--- src/biriq_csr_settings.svh ---
`ifndef BIRIQ_CSR_SETTINGS_SVH
`define BIRIQ_CSR_SETTINGS_SVH

// machine trap setup and handling
`define CSR_MSTATUS   12'h300
`define CSR_MIE       12'h304
`define CSR_MTVEC     12'h305
`define CSR_MSCRATCH  12'h340
`define CSR_MEPC      12'h341
`define CSR_MCAUSE    12'h342
`define CSR_MTVAL     12'h343
`define CSR_MIP       12'h344

// counters and machine information
`define CSR_MCYCLE    12'hB00
`define CSR_MINSTRET  12'hB02
`define CSR_MCYCLEH   12'hB80
`define CSR_MINSTRETH 12'hB82
`define CSR_MHARTID   12'hF14

`define MTVEC_RESET   32'h0000_0100
`define HARTID        32'd0

`define MIE_BIT       3
`define MPIE_BIT      7
`define MSIP_BIT      3   // same positions in mie and mip
`define MTIP_BIT      7
`define MEIP_BIT      11

`endif

--- src/biriq_csr_pkg.sv ---
package biriq_csr_pkg;

    typedef logic [31:0] xlen_t;
    typedef logic [11:0] csr_addr_t;
    typedef logic [29:0] epc_t;     // word address, low two bits dropped
    typedef logic [3:0]  cause_t;

    // bit 0 software, bit 1 timer, bit 2 external
    typedef logic [2:0]  irq_vec_t;

    typedef enum logic [1:0] {
        CSR_RD = 2'b00,
        CSR_RW = 2'b01,
        CSR_RS = 2'b10,
        CSR_RC = 2'b11
    } csr_op_e;

    typedef enum logic [1:0] {
        ACC_IDLE  = 2'b00,
        ACC_READ  = 2'b01,
        ACC_WRITE = 2'b10
    } access_state_e;

    // one access as presented on the request channel
    typedef struct packed {
        csr_addr_t addr;
        csr_op_e   op;
        xlen_t     wdata;
        logic      wr_en;
    } csr_req_t;

    typedef struct packed {
        logic      strobe;
        csr_addr_t addr;
        xlen_t     data;
    } csr_wb_t;

    // at most one of exception, interrupt and mret is set
    typedef struct packed {
        logic   exception;
        logic   interrupt;
        logic   mret;
        epc_t   epc;
        xlen_t  mtval;
        cause_t mcause;
    } trap_req_t;

endpackage

--- src/csr_access_fsm.sv ---
`timescale 1ns/1ps

module csr_access_fsm (
    input  wire logic                     cpu_clock_i,
    input  wire logic                     rst_n_i,
    input  wire logic                     csr_valid_i,
    input  wire biriq_csr_pkg::csr_req_t  csr_req_i,
    input  wire biriq_csr_pkg::xlen_t     trap_rd_data_i,
    input  wire logic                     trap_hit_i,
    input  wire logic                     trap_read_only_i,
    input  wire biriq_csr_pkg::xlen_t     cnt_rd_data_i,
    input  wire logic                     cnt_hit_i,
    output biriq_csr_pkg::csr_addr_t      rd_addr_o,
    output biriq_csr_pkg::csr_wb_t        wb_o,
    output logic                          csr_done_o,
    output logic                          csr_excp_o,
    output biriq_csr_pkg::xlen_t          csr_rdata_o
);
    import biriq_csr_pkg::*;

    access_state_e state_q;
    csr_req_t      req_q;
    xlen_t         old_q;
    logic          excp_q;
    xlen_t         sel_data;
    logic          sel_hit;
    logic          sel_excp;
    xlen_t         new_data;

    // both data modules decode the captured address at the same time
    assign rd_addr_o = req_q.addr;
    assign sel_hit   = trap_hit_i | cnt_hit_i;
    assign sel_data  = trap_hit_i ? trap_rd_data_i : cnt_rd_data_i;
    assign sel_excp  = !sel_hit || (req_q.wr_en && trap_read_only_i);

    always_comb begin
        case (req_q.op)
            CSR_RS:  new_data = old_q | req_q.wdata;
            CSR_RC:  new_data = old_q & ~req_q.wdata;
            default: new_data = req_q.wdata;
        endcase
    end

    assign wb_o.strobe = (state_q == ACC_WRITE) && req_q.wr_en && !excp_q
                         && (req_q.op != CSR_RD);
    assign wb_o.addr   = req_q.addr;
    assign wb_o.data   = new_data;
    assign csr_rdata_o = old_q;   // old value stays visible until the next access

    // the response is high for the one cycle spent in ACC_WRITE
    assign csr_done_o = (state_q == ACC_WRITE) && !excp_q;
    assign csr_excp_o = (state_q == ACC_WRITE) && excp_q;

    always_ff @(posedge cpu_clock_i or negedge rst_n_i) begin
        if (!rst_n_i) begin
            state_q <= ACC_IDLE;
            excp_q  <= 1'b0;
        end else begin
            case (state_q)
                ACC_IDLE: begin
                    if (csr_valid_i) begin
                        state_q <= ACC_READ;
                    end
                end
                ACC_READ: begin
                    excp_q  <= sel_excp;
                    state_q <= ACC_WRITE;
                end
                ACC_WRITE: begin
                    state_q <= ACC_IDLE;
                end
                default: begin
                    state_q <= ACC_IDLE;
                end
            endcase
        end
    end

    always_ff @(posedge cpu_clock_i) begin
        if (state_q == ACC_IDLE && csr_valid_i) begin
            req_q <= csr_req_i;
        end
        if (state_q == ACC_READ) begin
            old_q <= sel_data;
        end
    end

endmodule

--- src/csr_counters.sv ---
`timescale 1ns/1ps
`include "biriq_csr_settings.svh"

module csr_counters (
    input  wire logic                      cpu_clock_i,
    input  wire logic                      rst_n_i,
    input  wire biriq_csr_pkg::csr_addr_t  rd_addr_i,
    input  wire biriq_csr_pkg::csr_wb_t    wb_i,
    input  wire logic                      commit0_i,
    input  wire logic                      commit1_i,
    output biriq_csr_pkg::xlen_t           rd_data_o,
    output logic                           hit_o
);

    logic [63:0] mcycle_q;
    logic [63:0] minstret_q;
    logic [1:0]  retire_cnt;
    logic        wr_cyc_lo;
    logic        wr_cyc_hi;
    logic        wr_ret_lo;
    logic        wr_ret_hi;

    assign wr_cyc_lo  = wb_i.strobe && (wb_i.addr == `CSR_MCYCLE);
    assign wr_cyc_hi  = wb_i.strobe && (wb_i.addr == `CSR_MCYCLEH);
    assign wr_ret_lo  = wb_i.strobe && (wb_i.addr == `CSR_MINSTRET);
    assign wr_ret_hi  = wb_i.strobe && (wb_i.addr == `CSR_MINSTRETH);
    assign retire_cnt = {1'b0, commit0_i} + {1'b0, commit1_i};   // two commit slots per cycle

    // a written half loads as is and the count skips that cycle
    always_ff @(posedge cpu_clock_i or negedge rst_n_i) begin
        if (!rst_n_i) begin
            mcycle_q <= '0;
        end else if (wr_cyc_lo) begin
            mcycle_q[31:0] <= wb_i.data;
        end else if (wr_cyc_hi) begin
            mcycle_q[63:32] <= wb_i.data;
        end else begin
            mcycle_q <= mcycle_q + 64'd1;
        end
    end

    always_ff @(posedge cpu_clock_i or negedge rst_n_i) begin
        if (!rst_n_i) begin
            minstret_q <= '0;
        end else if (wr_ret_lo) begin
            minstret_q[31:0] <= wb_i.data;
        end else if (wr_ret_hi) begin
            minstret_q[63:32] <= wb_i.data;
        end else begin
            minstret_q <= minstret_q + {62'd0, retire_cnt};
        end
    end

    always_comb begin
        hit_o = 1'b1;
        case (rd_addr_i)
            `CSR_MCYCLE:    rd_data_o = mcycle_q[31:0];
            `CSR_MCYCLEH:   rd_data_o = mcycle_q[63:32];
            `CSR_MINSTRET:  rd_data_o = minstret_q[31:0];
            `CSR_MINSTRETH: rd_data_o = minstret_q[63:32];
            default: begin
                hit_o     = 1'b0;
                rd_data_o = '0;
            end
        endcase
    end

endmodule

--- src/csr_trap_regs.sv ---
`timescale 1ns/1ps
`include "biriq_csr_settings.svh"

module csr_trap_regs (
    input  wire logic                      cpu_clock_i,
    input  wire logic                      rst_n_i,
    input  wire biriq_csr_pkg::csr_addr_t  rd_addr_i,
    input  wire biriq_csr_pkg::csr_wb_t    wb_i,
    input  wire biriq_csr_pkg::trap_req_t  trap_i,
    input  wire biriq_csr_pkg::irq_vec_t   ext_int_i,
    output biriq_csr_pkg::xlen_t           rd_data_o,
    output logic                           hit_o,
    output logic                           read_only_o,
    output biriq_csr_pkg::irq_vec_t        mip_o,
    output logic                           mie_o,
    output biriq_csr_pkg::epc_t            mepc_o,
    output biriq_csr_pkg::xlen_t           mtvec_o
);
    import biriq_csr_pkg::*;

    logic     mstatus_mie_q;
    logic     mstatus_mpie_q;
    irq_vec_t mie_q;
    irq_vec_t irq_q;
    xlen_t    mtvec_q;
    xlen_t    mscratch_q;
    epc_t     mepc_q;
    logic     mcause_int_q;
    cause_t   mcause_code_q;
    xlen_t    mtval_q;
    logic     trap_enter;
    xlen_t    mstatus_rd;
    xlen_t    mie_rd;
    xlen_t    mip_rd;

    assign trap_enter = trap_i.exception | trap_i.interrupt;

    // only MIE and MPIE are implemented in mstatus
    always_ff @(posedge cpu_clock_i or negedge rst_n_i) begin
        if (!rst_n_i) begin
            mstatus_mie_q  <= 1'b0;
            mstatus_mpie_q <= 1'b0;
        end else if (trap_enter) begin
            mstatus_mpie_q <= mstatus_mie_q;
            mstatus_mie_q  <= 1'b0;
        end else if (trap_i.mret) begin
            mstatus_mie_q  <= mstatus_mpie_q;
            mstatus_mpie_q <= 1'b1;
        end else if (wb_i.strobe && wb_i.addr == `CSR_MSTATUS) begin
            mstatus_mie_q  <= wb_i.data[`MIE_BIT];
            mstatus_mpie_q <= wb_i.data[`MPIE_BIT];
        end
    end

    // trap entry owns mepc, mcause and mtval for that cycle
    always_ff @(posedge cpu_clock_i or negedge rst_n_i) begin
        if (!rst_n_i) begin
            mepc_q        <= '0;
            mcause_int_q  <= 1'b0;
            mcause_code_q <= '0;
            mtval_q       <= '0;
        end else if (trap_enter) begin
            mepc_q        <= trap_i.epc;
            mcause_int_q  <= trap_i.interrupt;
            mcause_code_q <= trap_i.mcause;
            mtval_q       <= trap_i.interrupt ? '0 : trap_i.mtval;
        end else if (wb_i.strobe) begin
            if (wb_i.addr == `CSR_MEPC) begin
                mepc_q <= wb_i.data[31:2];
            end
            if (wb_i.addr == `CSR_MCAUSE) begin
                mcause_int_q  <= wb_i.data[31];
                mcause_code_q <= wb_i.data[3:0];
            end
            if (wb_i.addr == `CSR_MTVAL) begin
                mtval_q <= wb_i.data;
            end
        end
    end

    always_ff @(posedge cpu_clock_i or negedge rst_n_i) begin
        if (!rst_n_i) begin
            mie_q      <= '0;
            mtvec_q    <= `MTVEC_RESET;
            mscratch_q <= '0;
        end else if (wb_i.strobe) begin
            if (wb_i.addr == `CSR_MIE) begin
                mie_q <= {wb_i.data[`MEIP_BIT], wb_i.data[`MTIP_BIT], wb_i.data[`MSIP_BIT]};
            end
            if (wb_i.addr == `CSR_MTVEC) begin
                mtvec_q <= wb_i.data;
            end
            if (wb_i.addr == `CSR_MSCRATCH) begin
                mscratch_q <= wb_i.data;
            end
        end
    end

    always_ff @(posedge cpu_clock_i or negedge rst_n_i) begin
        if (!rst_n_i) begin
            irq_q <= '0;
        end else begin
            irq_q <= ext_int_i;   // one register stage on the raw lines
        end
    end

    always_comb begin
        mstatus_rd                = '0;
        mstatus_rd[`MIE_BIT]      = mstatus_mie_q;
        mstatus_rd[`MPIE_BIT]     = mstatus_mpie_q;
        mie_rd                    = '0;
        mie_rd[`MSIP_BIT]         = mie_q[0];
        mie_rd[`MTIP_BIT]         = mie_q[1];
        mie_rd[`MEIP_BIT]         = mie_q[2];
        mip_rd                    = '0;
        mip_rd[`MSIP_BIT]         = irq_q[0];   // pending shows regardless of enable
        mip_rd[`MTIP_BIT]         = irq_q[1];
        mip_rd[`MEIP_BIT]         = irq_q[2];
    end

    always_comb begin
        hit_o       = 1'b1;
        read_only_o = 1'b0;
        case (rd_addr_i)
            `CSR_MSTATUS:  rd_data_o = mstatus_rd;
            `CSR_MIE:      rd_data_o = mie_rd;
            `CSR_MTVEC:    rd_data_o = mtvec_q;
            `CSR_MSCRATCH: rd_data_o = mscratch_q;
            `CSR_MEPC:     rd_data_o = {mepc_q, 2'b00};
            `CSR_MCAUSE:   rd_data_o = {mcause_int_q, 27'd0, mcause_code_q};
            `CSR_MTVAL:    rd_data_o = mtval_q;
            `CSR_MIP: begin
                rd_data_o   = mip_rd;
                read_only_o = 1'b1;
            end
            `CSR_MHARTID: begin
                rd_data_o   = `HARTID;
                read_only_o = 1'b1;
            end
            default: begin
                rd_data_o = '0;
                hit_o     = 1'b0;
            end
        endcase
    end

    assign mip_o   = irq_q & mie_q;
    assign mie_o   = mstatus_mie_q;
    assign mepc_o  = mepc_q;
    assign mtvec_o = mtvec_q;

endmodule

--- src/biriq_csr.sv ---
`timescale 1ns/1ps

module biriq_csr (
    input  wire logic                      cpu_clock_i,
    input  wire logic                      rst_n_i,
    input  wire logic                      csr_valid_i,
    input  wire biriq_csr_pkg::csr_req_t   csr_req_i,
    input  wire biriq_csr_pkg::trap_req_t  trap_i,
    input  wire biriq_csr_pkg::irq_vec_t   ext_int_i,
    input  wire logic                      commit0_i,
    input  wire logic                      commit1_i,
    output logic                           csr_done_o,
    output logic                           csr_excp_o,
    output biriq_csr_pkg::xlen_t           csr_rdata_o,
    output biriq_csr_pkg::irq_vec_t        mip_o,
    output logic                           mie_o,
    output biriq_csr_pkg::epc_t            mepc_o,
    output biriq_csr_pkg::xlen_t           mtvec_o
);
    import biriq_csr_pkg::*;

    csr_addr_t rd_addr;
    csr_wb_t   wb;
    xlen_t     trap_rd_data;
    logic      trap_hit;
    logic      trap_read_only;
    xlen_t     cnt_rd_data;
    logic      cnt_hit;

    csr_access_fsm fsm0 (
        .cpu_clock_i      (cpu_clock_i),
        .rst_n_i          (rst_n_i),
        .csr_valid_i      (csr_valid_i),
        .csr_req_i        (csr_req_i),
        .trap_rd_data_i   (trap_rd_data),
        .trap_hit_i       (trap_hit),
        .trap_read_only_i (trap_read_only),
        .cnt_rd_data_i    (cnt_rd_data),
        .cnt_hit_i        (cnt_hit),
        .rd_addr_o        (rd_addr),
        .wb_o             (wb),
        .csr_done_o       (csr_done_o),
        .csr_excp_o       (csr_excp_o),
        .csr_rdata_o      (csr_rdata_o)
    );

    csr_counters cnt0 (
        .cpu_clock_i (cpu_clock_i),
        .rst_n_i     (rst_n_i),
        .rd_addr_i   (rd_addr),
        .wb_i        (wb),
        .commit0_i   (commit0_i),
        .commit1_i   (commit1_i),
        .rd_data_o   (cnt_rd_data),
        .hit_o       (cnt_hit)
    );

    csr_trap_regs trap0 (
        .cpu_clock_i (cpu_clock_i),
        .rst_n_i     (rst_n_i),
        .rd_addr_i   (rd_addr),
        .wb_i        (wb),
        .trap_i      (trap_i),
        .ext_int_i   (ext_int_i),
        .rd_data_o   (trap_rd_data),
        .hit_o       (trap_hit),
        .read_only_o (trap_read_only),
        .mip_o       (mip_o),
        .mie_o       (mie_o),
        .mepc_o      (mepc_o),
        .mtvec_o     (mtvec_o)
    );

endmodule

--- config.mk ---
export PLATFORM = sky130hd
export DESIGN_NAME = biriq_csr
export DESIGN_NICKNAME = d
export VERILOG_FILES = /design/src/biriq_csr_pkg.sv /design/src/csr_access_fsm.sv /design/src/csr_counters.sv /design/src/csr_trap_regs.sv /design/src/biriq_csr.sv
export VERILOG_INCLUDE_DIRS = /design/src /design/src/src
export SDC_FILE = /design/constraint.sdc
export NUM_CORES = 1
export LEC_CHECK = 0
export BUFFER_PORTS_ARGS = -buffer_cell sky130_fd_sc_hd__buf_2
export CORE_MARGIN = 1
export CORE_UTILIZATION = 30
export CTS_BUF_LIST = sky130_fd_sc_hd__clkbuf_16
export CTS_CLUSTER_SIZE = 14
export DETAILED_ROUTE_END_ITERATION = 7
export GPL_TIMING_DRIVEN = 0
export HOLD_SLACK_MARGIN = 0.1
export SLEW_MARGIN = 15
export SYNTH_ARGS = -nofsm -noshare
export SYNTH_HDL_FRONTEND = slang
export SYNTH_SLANG_ARGS = --single-unit
--- constraint.sdc ---
create_clock -name cpu_clock_i -period 4.3 [get_ports cpu_clock_i]
set_input_delay 0.86 -clock cpu_clock_i [delete_from_list [all_inputs] [get_ports cpu_clock_i]]
set_output_delay 0.86 -clock cpu_clock_i [all_outputs]
set_load 0.005 [all_outputs]
---- Word level (Yosys, flattened, before mapping) ----
Index checks and enable logic that the tools add are counted.
word-level totals
  word-level logic and storage cells ...... 115
  output and inout port bits .............. 100
  input bits .............................. 124
  register bits after elaboration ......... 349
operators by class
  add/subtract/negate cells ............... 3
  eq/ne operators ......................... 20
  bitwise gates (word level) .............. 6
  muxes and demuxes ....................... 34
  reductions and logical operators ........ 31
operator list
  kind                                                                     count
  32-bit 2-to-1 mux                                                        11
  32-bit one-hot mux with 8 select lines                                   1
  32-bit one-hot mux with 4 select lines                                   1
  12-bit by 10-bit equality test with 1-bit output, second input constant  8
  30-bit 2-to-1 mux                                                        3
  64-bit by 1-bit adder with 64-bit output, second input constant          1
  64-bit by 2-bit adder with 64-bit output                                 1
  32-bit one-hot mux with 2 select lines                                   1
  12-bit equality test, second input constant                              5
  32-bit bitwise AND                                                       1
  32-bit inverter                                                          1
  32-bit bitwise OR                                                        1
  1-bit logical AND                                                        12
  1-bit 2-to-1 mux                                                         12
  4-bit 2-to-1 mux                                                         3
  2-bit AND reduction                                                      6
  2-bit nonzero test                                                       5
  9-bit OR reduction                                                       1
  2-bit equality test, second input constant                               3
  2-bit by 1-bit inequality test with 1-bit output, second input constant  2
  2-bit one-hot mux with 2 select lines                                    1
  4-bit OR reduction                                                       1
  3-bit bitwise AND                                                        1
  3-bit nonzero test                                                       1
  9 further kinds                                                          11

---- Longest topological paths before layout ----
  word-level depth ........................ 8
  depth in mapped cells ................... 11
  gate-level depth less buffers ........... 10

---- Cells and area by module ----
Synthesis repeated with hierarchy kept, for this count alone.
second synthesis, totals
  cell total of the unflattened synthesis .. 2015
  area total of the unflattened synthesis .. 20135.6 um^2
by module, submodules not included
  module          cells each  area an instance (um^2)  instances
  csr_counters    1130        9115.0                   1
  csr_trap_regs   661         7270.7                   1
  csr_access_fsm  224         3749.8                   1

---- Worst setup path before layout ----
OpenSTA, ideal clock, no wires.
  path kind ............................... input to register
  start point ............................. input port csr_valid_i
  end point ............................... register fsm0.req_q, in the netlist fsm0.rd_addr_o[0], enable pin
  arrival ................................. 4290 ps
  setup time .............................. 519 ps
  setup slack ............................. -509 ps
  stages on the path ...................... 1
  cell sequence ........................... nor3b_1
between the ends
  cells in the longest elaborated chain, start to end .. 1
RTL lines
  item                  line                  RTL
  start, declared       biriq_csr.sv:6        input wire logic csr_valid_i,
  1-bit logical AND     csr_access_fsm.sv:80  if (state_q == ACC_IDLE && csr_valid_i) begin
  end signal, assigned  csr_access_fsm.sv:81  req_q <= csr_req_i;
  end, declared         csr_access_fsm.sv:22  csr_req_t req_q;
No other way between the ends.
A chain may end at the register's enable or synchronous reset.

---- Worst setup path after layout ----
  start point ............................. register fsm0.req_q, in the netlist fsm0.rd_addr_o[2]
  end point ............................... register fsm0.old_q[24] (netlist: fsm0.csr_rdata_o[24]) (data pin)
between the ends
  cells in the longest elaborated chain, start to end .. 4
  elaborated cells between the ends (all ways) .. 18
  classes of those cells .................. eq/ne: 13; mux: 4; reduce/logical: 1
RTL lines
  item                                                                                      line                  RTL
  12-bit equality test or 12-bit by 10-bit equality test with 1-bit output (tied branches)  csr_trap_regs.sv:124  case (rd_addr_i)
  9-bit OR reduction (no line)                                                              -
  1-bit 2-to-1 mux                                                                          csr_trap_regs.sv:124
  32-bit 2-to-1 mux *                                                                       csr_access_fsm.sv:33  assign sel_data = trap_hit_i ? trap_rd_data_i : cnt_rd_data_i;
  via fsm0.sel_data[24]                                                                     csr_access_fsm.sv:25  xlen_t sel_data;
  end signal, assigned                                                                      csr_access_fsm.sv:84  old_q <= sel_data;
  end, declared                                                                             csr_access_fsm.sv:23  xlen_t old_q;
Mark *: on every way through the listed nets, which the timed path passes. The rest lies on a longest branch.

==> out/metrics.yaml <==
synth_top_area_share_pct: 36.0
die_w_um: 252
crit_chain: "clkbuf_1 > or4b_1 > nor3_1 > buf_2 > clkbuf_1 > a222oi_1 > nand3_1"
postCtsSetupRepairBufs: 0
synthArstFlopShare_pct: 77.4
crit_fanout: 10
cts_max_path_buffers: 3
internal_power_mw: 5.94
fillerInstances: 6295
grt_pass1_vias: 18300
gp_congestion: 0.954
core_um2: 61600
start_util_pct: 30.4
crit_type: "reg -> reg"
cts_resized: 0
hp-class: "in -> async"
syn_area_um2: 18700
cts_tree: "yes"
fin_nets: 2452
dr.pass1.iters: 6
syn_nets: 2169
antenna_found_initial: 2
yosys.cell_types.count: 82
fin_crit_sh_pct: 90.7
synthTopCellsByCount: "317 x nand2_1, 269 x dfrtp_1, 162 x o21ai_0, 160 x nor2_1, 144 x a21oi_1"
critPathLaunchType: "flip-flop"
ys_ff_latch: 349
clk_latency_ns: 0.61
synth-edff-count: 79
worstMarginPinSlew_ns: 1.34
synth.most_common_cell: "nand2_1"
crit_top_cell: "clkbuf_1"
status: "finished, final reports clean"
cp_slowest_cell: "clkbuf_1"
fin_area_um2: 22600
crit_path_end_kind: "flip-flop"
ir_drop_mv: 0.323
fp.dieH_um: 252
hold_viol_final: 0
power_frac_comb_pct: 12.0
overflow: 0
grt_usage_pct: 28.3
crit_path_max_incr_delay_ns: 0.89
vias: 19000
rows: 91
p_leak_nw: 9.33
hold_buffers: 0
syn_inst: 2042
clock_sinks: 349
yosysTopAreaCell: "dfrtp_1"
grt_max_degree: 93
root_buffer: "clkbuf_16"
tns_ns: 0
die-area_um2: 63300
cts_made_buffers: 43
hpwlAfterDp_um: 70000
slew-limit-headroom_pct: 10.3
drc: 0
cp_data_required_time_ns: 4.70
htree_levels: 2
rsz0062_at_grt: "no"
dr.first_iter.drc_count: 2618
placement.io_buffers: 222
grt_pass1_wl_um: 130000
ant_nets: 0
wl_per_cell_um: 28.3
place_area_um2: 21200
clock_skew_ns: 0.0450
pin_count: 224
power_switching_mw: 2.47
p_sw_share_pct: 29.3
cp.arrival_ns: 4.30
pwr-share-clk_pct: 42.4
syn_to_final_growth_pct: 20.7
layout_min_cycle_time_ns: 3.90
yosysWarnings: 0
synthTopCellsByArea: "dfrtp_1 36%, edfxtp_1 13%, nand2_1 6.4%, o21ai_0 4.3%, a21oi_1 3.9%"
syn_avg_cell_area_um2: 9.16
final_max_slew_viol_count: 0
drt-vias-per-instance: 5.93
fmax_ghz: 0.256
wirelength_um: 90500
power_frac_seq_pct: 45.6
finalSetupViolations: 0
maxCapViolCount: 0
drive_gt1_share_pct: 16.4
power_density_nw_per_um2: 373
clk_pin_slew_ns: 0.06
synth_flop_cell: "dfrtp_1"
seq_area_frac_synth_pct: 48.8
registers in the layout, indices dropped and copies added (netlist names):
register	flops
trap0.irq_q	3
trap0.mcause_code_q	4
trap0.mstatus_mpie_q	1
fsm0.excp_q	1
trap0.mcause_int_q	1
trap0.mscratch_q	32
trap0.mie_q	3
fsm0.csr_rdata_o	32
trap0.mtvec_o	32
trap0.mepc_o	30
fsm0.req_q	35
fsm0.state_q	2
cnt0.mcycle_q	64
fsm0.rd_addr_o	12
cnt0.minstret_q	64
trap0.mtval_q	32
trap0.mie_o	1
area by class of cell:
| class | instances | area, µm² | area share (%) |
|---|---|---|---|
| Inverter | 24 | 90.1 | 0.399 |
| Buffer | 133 | 549 | 2.43 |
| Timing Repair Buffer | 238 | 1360 | 6.04 |
| Multi-Input combinational cell | 1536 | 9020 | 40.0 |
| Antenna cell | 2 | 5.00 | 0.0222 |
| Clock inverter | 37 | 283 | 1.25 |
| Tap cell | 837 | 1050 | 4.64 |
| Clock buffer | 43 | 1080 | 4.77 |
| Sequential cell | 349 | 9130 | 40.5 |
power groups by stage:
stage | clock network, mW | logic, mW | registers [mW]
after floorplan | 0 | 0.458 | 3.80
after global placement | 0 | 0.921 | 3.88
after detailed placement | 0 | 0.997 | 3.88
after CTS | 3.58 | 0.999 | 3.82
after global routing | 3.73 | 1.09 | 3.85
final | 3.57 | 1.01 | 3.83
routing by layer:
layer  track usage (%)  share of wire, %  vias up
met5                 0                 0        -
met3              5.30               9.0      204
met2              45.9                46     1098
met1              37.5                41     9495
li1                  -                 -     8160
met4              10.0               3.9        0
logic make-up (layout without fill, tap and decap cells):
family,after synthesis,count (layout),share of synthesized area [%]
AOI/OAI and AO/OA,599,599,20.3
DFF,349,349,48.8
and+or+nand+nor,816,816,21.2
buffers and inverters,157,475,3.42
xor gates and xnor gates,55,55,2.58
muxes,63,63,3.45
other,0,2,0
adders and majority gates,3,3,0.241
cell usage in the layout (no fill, tap or decap), types with 27 or more instances in the layout:
cell type and n:
dfrtp_1 269, o21ai_0 160, xnor2_1 27, o21ai_1 35
clkbuf_16 43, inv_1 38, o31ai_1 33, xor2_1 28
buf_2 259, nand4_1 48, a21oi_1 130, and3_1 44
mux2i_1 51, nor2_1 160, clkbuf_1 90, a22oi_1 50
nand2_1 317, nand3_1 89, edfxtp_1 79, o211ai_1 32
worst max-delay path, delay by kind of cell, from the launching register on:
kind	cells	cell delay, ns
AO/OA/AOI/OAI	1	0.42
buffers and inverters	3	1.46
AND/OR/NAND/NOR	3	1.42
flip-flops	1	0.40
through the flow:
| stage | instances | total power, mW | util, % | worst slack, ns | hold WS [ns] |
|---|---|---|---|---|---|
| after global routing | 3197 | 8.67 | 36.6 | 0.496 | 0.361 |
| final | 3199 | 8.41 | 36.6 | 0.401 | 0.307 |
| after CTS | 3196 | 8.41 | 36.6 | 0.616 | 0.332 |
| after floorplan | 2042 | 4.25 | - | 1.15 | 0.442 |
| after global placement | 3101 | 4.80 | 33.9 | -3.20 | 0.461 |
| after detailed placement | 3116 | 4.88 | 34.4 | 0.116 | 0.467 |
path summary, 6_finish.rpt:
path | slack [ns] | cells after the start | from | end
worst max-delay path | 0.40 | 7 | fsm0.rd_addr_o[2] | fsm0.csr_rdata_o[24]
worst min-delay path | 0.31 | 1 | rst_n_i | cnt0.minstret_q[37]
worst max register to register | 0.40 | 7 | fsm0.rd_addr_o[2] | fsm0.csr_rdata_o[24]
worst min register to register | 0.48 | 2 | trap0.mcause_code_q[1] | trap0.mcause_code_q[1]
max in group asynchronous | 2.51 | 3 | rst_n_i | trap0.mtvec_o[22]
min in group cpu_clock_i | 0.36 | 1 | ext_int_i[1] | trap0.irq_q[1]
(Power assumes the default switching activity.)
